===== config.mk =====
export PLATFORM = sky130hd
export DESIGN_NAME = trig_subsystem
export DESIGN_NICKNAME = d
export VERILOG_FILES = /design/src/hw/trig_pkg.sv /design/src/hw/trigger_manager.sv /design/src/hw/trig_info_fifo.sv /design/src/hw/trig_wb_regs.sv /design/src/hw/trig_subsystem.sv
export SDC_FILE = /design/constraint.sdc
export NUM_CORES = 1
export LEC_CHECK = 0
export BUFFER_PORTS_ARGS = -buffer_cell sky130_fd_sc_hd__buf_2
export CORE_UTILIZATION = 50
export DETAILED_ROUTE_END_ITERATION = 10
export GPL_TIMING_DRIVEN = 0
export PLACE_DENSITY = 0.66
export RECOVER_POWER = 50
export SYNTH_ARGS = -nofsm -noshare
export SYNTH_HDL_FRONTEND = slang
export SYNTH_HIERARCHICAL = 1
export SYNTH_SLANG_ARGS = --single-unit

===== constraint.sdc =====
create_clock -name clk -period 14.25 [get_ports clk]
set_clock_uncertainty 0.1 [all_clocks]
set_input_delay 2.1375 -clock clk [delete_from_list [all_inputs] [get_ports clk]]
set_output_delay 2.1375 -clock clk [all_outputs]
set_load 0.005 [all_outputs]

===== src/hw/trig_pkg.sv =====
/* trigger subsystem package
   channel count, record and bus widths, register map and the control word */
package trig_pkg;

  // channel digitizers behind the trigger manager
  localparam int num_chan = 5;
  // fill type carried to each channel
  localparam int fill_type_w = 2;

  // one trigger record word in the info FIFO
  localparam int rec_w = 64;
  // wishbone data width, a record is read as two halves
  localparam int wb_dw = 32;

  // wishbone word addresses
  localparam logic [1:0] reg_ctrl    = 2'd0;
  localparam logic [1:0] reg_status  = 2'd1;
  localparam logic [1:0] reg_fifo_lo = 2'd2;
  localparam logic [1:0] reg_fifo_hi = 2'd3;

  // one host write word, decoded by address
  // cfg at reg_ctrl, cmd at reg_status
  typedef union packed {
    struct packed {
      logic [wb_dw-num_chan-fill_type_w-1:0] rsvd;
      logic [fill_type_w-1:0]                fill_type;
      logic [num_chan-1:0]                   chan_en;
    } cfg;
    struct packed {
      logic [wb_dw-3:0] rsvd;
      logic             reset_trig_timestamp;
      logic             reset_trig_num;
    } cmd;
  } ctrl_word_u;

endpackage


===== src/hw/trigger_manager.sv =====
`timescale 1ns/1ps
/* trigger manager FSM
   fans a trigger out to the enabled channels, waits for done, then writes
   the trigger number and timestamp into the info FIFO */
module trigger_manager
  import trig_pkg::*;
(
  input  logic                        clk,
  input  logic                        reset,
  // counter clears from the command host
  input  logic                        reset_trig_timestamp,
  input  logic                        reset_trig_num,
  // trigger and channel setup
  input  logic                        trigger,
  input  logic [num_chan-1:0]         chan_en,
  input  logic [fill_type_w-1:0]      fill_type,
  // channel digitizers
  input  logic [num_chan-1:0]         acq_done,
  output logic [num_chan*fill_type_w-1:0] acq_enable,
  output logic [num_chan-1:0]         acq_trig,
  // info FIFO, valid/ready
  input  logic                        fifo_ready,
  output logic                        fifo_valid,
  output logic [rec_w-1:0]            data_to_fifo
);

  // one-hot state bit positions
  localparam int st_idle      = 0;
  localparam int st_fill      = 1;
  localparam int st_store_num = 2;
  localparam int st_store_ts  = 3;

  logic [3:0]       state;
  logic [3:0]       state_next;
  // triggers seen since the last number clear
  logic [rec_w-1:0] trig_num;
  // counter value captured with the last trigger
  logic [rec_w-1:0] trig_timestamp;
  // clock ticks since the last timestamp clear
  logic [rec_w-1:0] counter;
  logic             fill_done;
  logic             word_taken;
  logic             trig_accept;

  // all enabled channels report done, true at once when nothing is enabled
  assign fill_done   = (acq_done == acq_trig);
  assign word_taken  = fifo_valid && fifo_ready;
  // triggers outside idle are dropped
  assign trig_accept = state[st_idle] && trigger;

  // channel outputs only live while filling
  always_comb begin
    acq_trig   = '0;
    acq_enable = '0;
    if (state[st_fill]) begin
      acq_trig   = chan_en;
      acq_enable = {num_chan{fill_type}};
    end
  end

  // next state
  always_comb begin
    state_next = '0;
    unique case (1'b1)
      state[st_idle]: begin
        if (trigger) begin
          state_next[st_fill] = 1'b1;
        end else begin
          state_next[st_idle] = 1'b1;
        end
      end
      // wait for the channels
      state[st_fill]: begin
        if (fill_done) begin
          state_next[st_store_num] = 1'b1;
        end else begin
          state_next[st_fill] = 1'b1;
        end
      end
      // trigger number goes first
      state[st_store_num]: begin
        if (word_taken) begin
          state_next[st_store_ts] = 1'b1;
        end else begin
          state_next[st_store_num] = 1'b1;
        end
      end
      // then the timestamp, back to idle once it is in
      state[st_store_ts]: begin
        if (word_taken) begin
          state_next[st_idle] = 1'b1;
        end else begin
          state_next[st_store_ts] = 1'b1;
        end
      end
      default: state_next[st_idle] = 1'b1;
    endcase
  end

  always_ff @(posedge clk) begin
    if (reset) begin
      // idle bit only
      state <= 4'b0001;
    end else begin
      state <= state_next;
    end
  end

  // free running tick count, zero in the cycle after a clear
  always_ff @(posedge clk) begin
    if (reset || reset_trig_timestamp) begin
      counter <= '0;
    end else begin
      counter <= counter + 1'b1;
    end
  end

  // first accepted trigger after a clear is number 1
  always_ff @(posedge clk) begin
    if (reset || reset_trig_num) begin
      trig_num <= '0;
    end else if (trig_accept) begin
      trig_num <= trig_num + 1'b1;
    end
  end

  // counter as seen on the trigger edge
  always_ff @(posedge clk) begin
    if (trig_accept) begin
      trig_timestamp <= counter;
    end
  end

  // valid follows the store states
  always_ff @(posedge clk) begin
    if (reset) begin
      fifo_valid <= 1'b0;
    end else begin
      fifo_valid <= state_next[st_store_num] || state_next[st_store_ts];
    end
  end

  // word only changes when the state moves, so it holds under back-pressure
  always_ff @(posedge clk) begin
    if (state[st_fill] && fill_done) begin
      data_to_fifo <= trig_num;
    end else if (state[st_store_num] && word_taken) begin
      data_to_fifo <= trig_timestamp;
    end
  end

  // channels only see a trigger while the FSM is filling
  a_trig_only_in_fill: assert property (@(posedge clk) disable iff (reset)
    !state[st_fill] |-> acq_trig == '0);

  // a stalled record word keeps its value until the FIFO takes it
  a_hold_while_stalled: assert property (@(posedge clk) disable iff (reset)
    fifo_valid && !fifo_ready |=> fifo_valid && $stable(data_to_fifo));

endmodule


===== src/hw/trig_info_fifo.sv =====
`timescale 1ns/1ps
/* trigger info FIFO
   circular buffer of 64-bit trigger records with an occupancy level */
module trig_info_fifo
  import trig_pkg::*;
#(
  parameter int depth = 8
) (
  input  logic                       clk,
  input  logic                       reset,
  // write side, valid/ready
  input  logic                       push,
  input  logic [rec_w-1:0]           wr_data,
  output logic                       ready,
  // read side, oldest word shown
  input  logic                       pop,
  output logic [rec_w-1:0]           rd_data,
  output logic                       empty,
  output logic [$clog2(depth+1)-1:0] level
);

  localparam int aw = (depth > 1) ? $clog2(depth) : 1;

  logic [rec_w-1:0] mem [depth];
  logic [aw-1:0]    wr_ptr;
  logic [aw-1:0]    rd_ptr;
  logic             do_push;
  logic             do_pop;

  // pointer step with wrap, depth need not be a power of two
  function automatic logic [aw-1:0] next_ptr(input logic [aw-1:0] p);
    if (p == aw'(depth - 1)) begin
      return '0;
    end
    return p + 1'b1;
  endfunction

  assign ready   = (level != depth);
  assign empty   = (level == '0);
  assign do_push = push && ready;
  // pop on an empty buffer is ignored
  assign do_pop  = pop && !empty;
  assign rd_data = mem[rd_ptr];

  always_ff @(posedge clk) begin
    if (do_push) begin
      mem[wr_ptr] <= wr_data;
    end
  end

  always_ff @(posedge clk) begin
    if (reset) begin
      wr_ptr <= '0;
      rd_ptr <= '0;
      level  <= '0;
    end else begin
      if (do_push) begin
        wr_ptr <= next_ptr(wr_ptr);
      end
      if (do_pop) begin
        rd_ptr <= next_ptr(rd_ptr);
      end
      // level moves only when exactly one side transfers
      case ({do_push, do_pop})
        2'b10:   level <= level + 1'b1;
        2'b01:   level <= level - 1'b1;
        default: level <= level;
      endcase
    end
  end

  // the register block only pops when it has seen a word
  a_no_pop_empty: assert property (@(posedge clk) disable iff (reset)
    pop |-> !empty);

  // a push held off by a full buffer keeps its word until it is taken
  a_push_held_full: assert property (@(posedge clk) disable iff (reset)
    push && !ready |=> push && $stable(wr_data));

endmodule


===== src/hw/trig_wb_regs.sv =====
`timescale 1ns/1ps
/* trigger register block
   wishbone classic slave for channel setup, counter commands, status and
   readout of the info FIFO in two halves */
module trig_wb_regs
  import trig_pkg::*;
#(
  parameter int depth = 8
) (
  input  logic                       clk,
  input  logic                       reset,
  // wishbone classic slave
  input  logic                       wb_cyc,
  input  logic                       wb_stb,
  input  logic                       wb_we,
  input  logic [1:0]                 wb_adr,
  input  logic [wb_dw-1:0]           wb_dat_w,
  output logic [wb_dw-1:0]           wb_dat_r,
  output logic                       wb_ack,
  // info FIFO read side
  input  logic [2*wb_dw-1:0]         rd_data,
  input  logic                       empty,
  input  logic [$clog2(depth+1)-1:0] level,
  output logic                       pop,
  // to the trigger manager
  output logic [num_chan-1:0]        chan_en,
  output logic [fill_type_w-1:0]     fill_type,
  output logic                       reset_trig_num,
  output logic                       reset_trig_timestamp
);

  localparam int lw = $clog2(depth + 1);

  // first cycle of a strobed access, the one ack answers
  logic             access;
  logic             wr_ctrl;
  logic             wr_cmd;
  ctrl_word_u       wr_word;
  ctrl_word_u       cfg_rd;
  logic [wb_dw-1:0] rd_mux;

  assign access  = wb_cyc && wb_stb && !wb_ack;
  assign wr_word = wb_dat_w;
  assign wr_ctrl = access && wb_we && (wb_adr == reg_ctrl);
  // writes to the status address are commands
  assign wr_cmd  = access && wb_we && (wb_adr == reg_status);

  // high half read consumes the record word
  assign pop = access && !wb_we && (wb_adr == reg_fifo_hi) && !empty;

  // config read back in the same layout it is written
  always_comb begin
    cfg_rd               = '0;
    cfg_rd.cfg.chan_en   = chan_en;
    cfg_rd.cfg.fill_type = fill_type;
  end

  // read select
  always_comb begin
    rd_mux = '0;
    case (wb_adr)
      reg_ctrl: rd_mux = cfg_rd;
      reg_status: begin
        rd_mux[lw-1:0]    = level;
        rd_mux[wb_dw-1]   = empty;
      end
      // empty FIFO reads as zero
      reg_fifo_lo: begin
        if (!empty) begin
          rd_mux = rd_data[wb_dw-1:0];
        end
      end
      reg_fifo_hi: begin
        if (!empty) begin
          rd_mux = rd_data[2*wb_dw-1:wb_dw];
        end
      end
      default: rd_mux = '0;
    endcase
  end

  // ack, config and command pulses
  always_ff @(posedge clk) begin
    if (reset) begin
      wb_ack               <= 1'b0;
      chan_en              <= '0;
      fill_type            <= '0;
      reset_trig_num       <= 1'b0;
      reset_trig_timestamp <= 1'b0;
    end else begin
      wb_ack               <= access;
      // pulses live for the ack cycle only
      reset_trig_num       <= wr_cmd && wr_word.cmd.reset_trig_num;
      reset_trig_timestamp <= wr_cmd && wr_word.cmd.reset_trig_timestamp;
      if (wr_ctrl) begin
        chan_en   <= wr_word.cfg.chan_en;
        fill_type <= wr_word.cfg.fill_type;
      end
    end
  end

  // data sampled before the pop edge moves the FIFO on
  always_ff @(posedge clk) begin
    if (access && !wb_we) begin
      wb_dat_r <= rd_mux;
    end
  end

  // ack only answers a live strobe
  a_ack_in_cycle: assert property (@(posedge clk) disable iff (reset)
    wb_ack |-> wb_cyc && wb_stb);

  // one ack per access, never back to back
  a_ack_single: assert property (@(posedge clk) disable iff (reset)
    wb_ack |=> !wb_ack);

endmodule


===== src/hw/trig_subsystem.sv =====
`timescale 1ns/1ps
/* trigger subsystem top
   trigger manager, info FIFO and wishbone register block */
module trig_subsystem
  import trig_pkg::*;
#(
  parameter int fifo_depth = 8
) (
  input  logic                            clk,
  input  logic                            reset,
  input  logic                            trigger,
  // channel digitizers
  input  logic [num_chan-1:0]             acq_done,
  output logic [num_chan-1:0]             acq_trig,
  output logic [num_chan*fill_type_w-1:0] acq_enable,
  // wishbone classic slave
  input  logic                            wb_cyc,
  input  logic                            wb_stb,
  input  logic                            wb_we,
  input  logic [1:0]                      wb_adr,
  input  logic [wb_dw-1:0]                wb_dat_w,
  output logic [wb_dw-1:0]                wb_dat_r,
  output logic                            wb_ack
);

  localparam int lw = $clog2(fifo_depth + 1);

  // register block to manager
  logic [num_chan-1:0]    chan_en;
  logic [fill_type_w-1:0] fill_type;
  logic                   reset_trig_num;
  logic                   reset_trig_timestamp;
  // manager to FIFO
  logic                   fifo_valid;
  logic                   fifo_ready;
  logic [rec_w-1:0]       data_to_fifo;
  // FIFO to register block
  logic                   pop;
  logic [rec_w-1:0]       rd_data;
  logic                   empty;
  logic [lw-1:0]          level;

  trigger_manager trigger_manager_inst (
    .clk                  (clk),
    .reset                (reset),
    .reset_trig_timestamp (reset_trig_timestamp),
    .reset_trig_num       (reset_trig_num),
    .trigger              (trigger),
    .chan_en              (chan_en),
    .fill_type            (fill_type),
    .acq_done             (acq_done),
    .acq_enable           (acq_enable),
    .acq_trig             (acq_trig),
    .fifo_ready           (fifo_ready),
    .fifo_valid           (fifo_valid),
    .data_to_fifo         (data_to_fifo)
  );

  trig_info_fifo #(
    .depth (fifo_depth)
  ) trig_info_fifo_inst (
    .clk     (clk),
    .reset   (reset),
    .push    (fifo_valid),
    .wr_data (data_to_fifo),
    .ready   (fifo_ready),
    .pop     (pop),
    .rd_data (rd_data),
    .empty   (empty),
    .level   (level)
  );

  trig_wb_regs #(
    .depth (fifo_depth)
  ) trig_wb_regs_inst (
    .clk                  (clk),
    .reset                (reset),
    .wb_cyc               (wb_cyc),
    .wb_stb               (wb_stb),
    .wb_we                (wb_we),
    .wb_adr               (wb_adr),
    .wb_dat_w             (wb_dat_w),
    .wb_dat_r             (wb_dat_r),
    .wb_ack               (wb_ack),
    .rd_data              (rd_data),
    .empty                (empty),
    .level                (level),
    .pop                  (pop),
    .chan_en              (chan_en),
    .fill_type            (fill_type),
    .reset_trig_num       (reset_trig_num),
    .reset_trig_timestamp (reset_trig_timestamp)
  );

endmodule


Yosys cells after proc, flatten, opt, wreduce, memory -nomap -nowiden --
Memories as Yosys holds them, arrays and structs flattened. A register that Yosys moved wholly into a read port is not among the register bits. Index checks and enable logic that the tools add are counted. Widths: inputs -> output; s select.
Operators by class: mux-type cells 33, reductions and logical operators 26, add/sub/neg operators 6, equality and inequality tests 9
Operator list (count):
- $add 64x1->64 const B | 2
- $mux 64 | 2
- $pmux 27 s3 | 1
- $mux 32 | 2
- $mux 3 | 6
- $pmux 4 s4 | 1
- $logic_and 1x1->1 | 15
- $mux 1 | 13
- $mux 10 | 1
- $pmux 4 s2 | 1
- $add 3x1->3 const B | 2
- $eq 2x2->1 const B | 3
- $eq 3x3->1 const B | 2
- $pmux 1 s2 | 3
- $eq 5x5->1 | 1
- $mux 5 | 1
- $add 4x1->4 const B | 1
- $eq 2x1->1 const B | 2
- $logic_not 4->1 | 1
- $ne 4x4->1 const B | 1
- $pmux 1 s4 | 1
- $reduce_bool 2->1 | 2
- $sub 4x1->4 const B | 1
- $logic_not 1->1 | 3
- 4 further kinds | 6
Storage, ports and cells: memories kept 1, bits in writable memories 512, bits in registers 313, word-level logic and storage cells 90, bits of input ports 45
Memories:
- trig_info_fifo_inst.mem | words 8, width 64, rd ports 1, clocked after Yosys merged registers in 1, write ports 1, line trig_info_fifo.sv:24 | logic [rec_w-1:0] mem [depth];

Depth between registers and ports, before layout --
word-level depth 11, mapped depth 14, depth with buffers taken out 12

Modules after synthesis --
The synthesis kept the hierarchy.
Modules (own cells, without submodules):
- trig_info_fifo | area an instance 19887.8 µm², cells each 817, instances 1, seq. area each 15635.0 µm²
- trigger_manager | area an instance 10958.0 µm², cells each 979, instances 1, seq. area each 6506.2 µm²
- trig_wb_regs | area an instance 2003.2 µm², cells each 158, instances 1, seq. area each 1161.1 µm²

Least setup slack after synthesis --
Ideal clock, no wire load.
path kind register -> register, start point register trig_info_fifo_inst.level[0], end point memory trig_info_fifo_inst.mem[0][0] (enable), cell stages (with the launch flop) 5, library setup time 644 ps, data arrival time 6869 ps, buffers on the path 1, period minus slack after synthesis 7613 ps, slack 6637 ps, data required time 13506 ps, cell sequence dfxtp_1 or4b_1 buf_2 nand2_4 nor4_1
On the way: word-level cells in the longest chain between the ends 4
Ends and longest elaborated chain:
- from (decl) | line trig_info_fifo.sv:19 | output logic [$clog2(depth+1)-1:0] level
- from (signal assigned) | line trig_info_fifo.sv:65 | 2'b10: level <= level + 1'b1;
- from (signal assigned) | line trig_info_fifo.sv:66 | 2'b01: level <= level - 1'b1;
- from (signal assigned) | line trig_info_fifo.sv:67 | default: level <= level;
- $ne 4x4->1 | line trig_info_fifo.sv:38 | assign ready = (level != depth);
- named net fifo_ready | line trig_subsystem.sv:35 | logic fifo_ready;
- $logic_and 1x1->1 | line trig_info_fifo.sv:40 | assign do_push = push && ready;
- $mux 1 | line trig_info_fifo.sv:46 | if (do_push) begin
- $mux 1 (implied by the code) | line trig_info_fifo.sv:47 | mem[wr_ptr] <= wr_data;
- to (decl) | line trig_info_fifo.sv:24
The timed path passes the listed nets, and every way through them passes these cells.

Worst setup path after layout --
start point input acq_done[2], end point register trigger_manager_inst.data_to_fifo[16] (enable)
On the way: word-level cells in the longest chain between the ends 3
Ends and longest elaborated chain:
- from (decl) | line trig_subsystem.sv:13 | input logic [num_chan-1:0] acq_done,
- $eq 5x5->1 | line trigger_manager.sv:46 | assign fill_done = (acq_done == acq_trig);
- $logic_and 1x1->1 | line trigger_manager.sv:145 | if (state[st_fill] && fill_done) begin
- $reduce_bool 2->1 (no source line)
- to (signal assigned) | line trigger_manager.sv:146 | data_to_fifo <= trig_num;
- to (signal assigned) | line trigger_manager.sv:148 | data_to_fifo <= trig_timestamp;
- to (decl) | line trigger_manager.sv:24 | output logic [rec_w-1:0] data_to_fifo
No other way between the ends. A chain may end at the register's enable or synchronous reset.

==> impl_metrics.tcl <==
set metrics [dict create \
    placementRows 93 \
    num_io_pins 93 \
    dr.first_iter.drc_count 1508 \
    hpwl_um 53000 \
    p_clk_share_pct 44.8 \
    start_util_pct 50.8 \
    syn-num-nets 2008 \
    final_nets 2212 \
    vias_per_cell 5.92 \
    tritoncts "done" \
    drc 0 \
    routed_wl_um 75900 \
    grt_max_degree 58 \
    synth_warnings 6 \
    p_leak_uw 0.0119 \
    numCtsBuffers 82 \
    stdcell_area_um2 37500 \
    portBuffers 65 \
    htreeDepth 3 \
    final_cells 3078 \
    synth_top_cell_by_area "edfxtp_1" \
    final.setup.tns_ps 0 \
    crit_arrival_ps 4980 \
    hp-class "flip-flop to flip-flop" \
    routabilityCongestion 0.899 \
    synth_edf_count 672 \
    slew_headroom_pct -57.8 \
    finalCriticalPeriod_ps 4810 \
    synth-async-reset-ratio_pct 0 \
    synth-seq-cells 828 \
    clk_path_buf_depth 3 \
    status "complete, but fails checks" \
    fp.dieH_um 258 \
    fin_crit_sh_pct 33.8 \
    crit_path_top_delay_cell "clkbuf_1" \
    grt_pass1_vias 18100 \
    netlist_instances 1954 \
    seq_power_share_pct 53.8 \
    drive_above_1_share_pct 24.1 \
    placed_cell_area_um2 35000 \
    antenna_found_initial 2 \
    cts_setup_buffers 0 \
    ys_top_cells_by_area "edfxtp_1, dfxtp_1, mux4_2, mux2_2, nor2_1" \
    grt_usage_pct 23.2 \
    coreArea_um2 64700 \
    cts_sinks 828 \
    finalHoldViolCount 0 \
    irDropWorstVdd_uv 87.8 \
    cts.repair.resized 0 \
    synth.top_cell.area_share_pct 61.4 \
    clock.fmax_mhz 208 \
    violations "max-capacitance violations, max-slew violations" \
    clk_pin_slew_ps 60 \
    maxCapViolCount 5 \
    dieWidth_um 258 \
    crit_path_max_incr_delay_ps 720 \
    rsz0062_at_grt "no" \
    synth_ff_type "edfxtp_1" \
    final_max_slew_viol_count 66 \
    ant_nets 0 \
    dp.cells 2929 \
    powerDensity_nw_per_um2 130 \
    grt-ovfl-total 0 \
    ys_seq_area_share_pct 70.9 \
    switchingPower_uw 954 \
    critPathKind "primary input to flip-flop" \
    cts_hold_buffers 0 \
    p_int_uw 3900 \
    worst-path-max-fanout 57 \
    cts-root-buf "clkbuf_16" \
    dr_total_vias 18200 \
    area_growth_pct 14.2 \
    comb_power_share_pct 1.4 \
    end_kind "flip-flop" \
    grt_pass1_wl_um 114000 \
    swShare_pct 19.6 \
    clk_latency_ps 620 \
    synth_area_per_cell_um2 16.8 \
    wl_per_cell_um 24.7 \
    ys_types 54 \
    syn-cell-area_um2 32800 \
    cp.required_ps 14420 \
    power.total_uw 4860 \
    drt_pre_antenna_iters 6 \
    setup-violations-final 0 \
    worst_setup_path_start_kind "primary input" \
    cpMostUsedCell "clkbuf_1" \
    die_area_um2 66700 \
    tightestPinTransition_ps 2360 \
    crit_chain "buf_2, xnor2_1, nand3_1, a21boi_0, o211ai_1, clkbuf_1, clkbuf_1, nand2_4, buf_16" \
]
[registers in the layout, indices dropped and copies added (netlist names), 2 cells and up, named ones only]
signal                               cells
trig_wb_regs_inst/chan_en                5
trig_info_fifo_inst/wr_ptr               3
trigger_manager_inst/state               4
trig_info_fifo_inst/level                4
trigger_manager_inst/counter            64
trig_info_fifo_inst/mem                512
trig_info_fifo_inst/rd_ptr               3
trigger_manager_inst/trig_timestamp     64
trig_wb_regs_inst/wb_dat_r              32
trigger_manager_inst/trig_num           64
trigger_manager_inst/data_to_fifo       64
trig_wb_regs_inst/fill_type              2
[synth_stat cells (3+ instances only)]
library cell and count:
xnor2_1 28, buf_2 11, o22ai_1 5, nand3b_1 3
nor4_1 16, inv_1 13, buf_4 13, buf_6 15
a21oi_1 70, and2_1 9, and3_1 15, nand2b_1 19
ha_1 9, nor2_1 128, or4_1 25, mux2i_1 44
or3_1 37, and4_1 7, nor3_1 26, xor2_1 44
nand2_1 62, or2_2 7, buf_1 11, nand3_1 67
o21ai_0 41, dfxtp_1 156, o31ai_1 23, mux4_2 128
mux2_2 129, edfxtp_1 672, o211ai_1 3, nand4_1 55
clkbuf_1 40
[power by group through the flow]
stage          Clock (uW)  Sequential (uW)  Combinational (uW)
2_1_floorplan           0             2660                37.4
3_3_place_gp            0             2670                67.1
3_5_place_dp            0             2660                70.5
4_1_cts              2210             2610                71.1
5_1_grt              2300             2610                74.4
6_report             2170             2610                69.9
[through the flow]
stage / hold slack (ps) / util, % / worst slack (ps)
6_report: 350 / 58.0 / 9440
4_1_cts: 344 / 58.4 / 9540
3_3_place_gp: 327 / 52.9 / -194
5_1_grt: 374 / 58.0 / 9360
3_5_place_dp: 331 / 54.2 / 8910
2_1_floorplan: 317 / - / 6640
[worst max-delay path, delay by kind of cell]
family | cells | cell delay (ps)
AO/OA/AOI/OAI | 2 | 490
XOR/XNOR | 1 | 120
buffers and inverters | 4 | 1750
AND/OR/NAND/NOR | 2 | 320
[layout make-up]
cell class / instances / area, um^2
clock inverters: 48 / 557
diodes: 1 / 2.50
well taps: 855 / 1070
repair buffers: 120 / 880
clock buffers: 100 / 2150
flip-flops and latches: 828 / 23300
plain buffers: 90 / 512
inverters: 13 / 48.8
multi-input cells: 1023 / 8980
fillers: 4944 / 27200
[cell families (layout without fill, tap and decap cells)]
| family | Yosys count | in the layout | share of synthesized area (%) |
|---|---|---|---|
| other cells | 0 | 1 | 0 |
| buf+inv | 103 | 371 | 1.71 |
| mux | 301 | 301 | 14.5 |
| fa+ha+maj | 9 | 9 | 0.343 |
| flops | 828 | 828 | 70.9 |
| simple gates | 493 | 493 | 8.02 |
| compound gates | 148 | 148 | 2.53 |
| xor+xnor | 72 | 72 | 1.92 |
[layer usage]
| metal | routed length [um] | track usage, % | vias to the layer above |
|---|---|---|---|
| li1 | - | - | 8129 |
| met2 | 36300 | 37.0 | 610 |
| met3 | 4970 | 3.46 | 103 |
| met5 | 0 | 0 | - |
| met1 | 32900 | 33.0 | 9393 |
| met4 | 1710 | 7.12 | 0 |
[final timing paths]
path / start / endpoint / slack (ps) / cells past startpoint
setup / recovery: acq_done[2] / trigger_manager_inst/data_to_fifo[16]$_DFFE_PP_ / 9440 / 9
hold / removal: trigger_manager_inst/counter[63]$_SDFF_PP0_ / trigger_manager_inst/trig_timestamp[63]$_DFFE_PP_ / 350 / 0
setup reg to reg: trig_info_fifo_inst/level[0]$_SDFFE_PP0P_ / trig_info_fifo_inst/mem[0][47]$_DFFE_PP_ / 9730 / 10
hold reg to reg: trigger_manager_inst/counter[63]$_SDFF_PP0_ / trigger_manager_inst/trig_timestamp[63]$_DFFE_PP_ / 350 / 0
[cell usage in the layout (no fill, tap or decap), types with 11 or more instances in the layout]
cell type,count
clkinv_1,13
nand4_1,55
nand2b_1,19
buf_6,34
or3_1,37
buf_4,20
mux2i_1,44
bufinv_16,11
or4_1,25
o31ai_1,23
clkbuf_1,76
o21ai_0,41
mux2_2,129
xnor2_1,28
nand3_1,67
buf_2,74
a21oi_1,70
nor3_1,25
mux4_2,128
inv_1,12
xor2_1,44
nor4_1,15
nor2_1,128
buf_1,11
and3_1,15
clkinv_2,13
dfxtp_1,156
nand2_1,62
edfxtp_1,672
clkbuf_16,82
No activity file was read; power rests on OpenSTA's default activity.
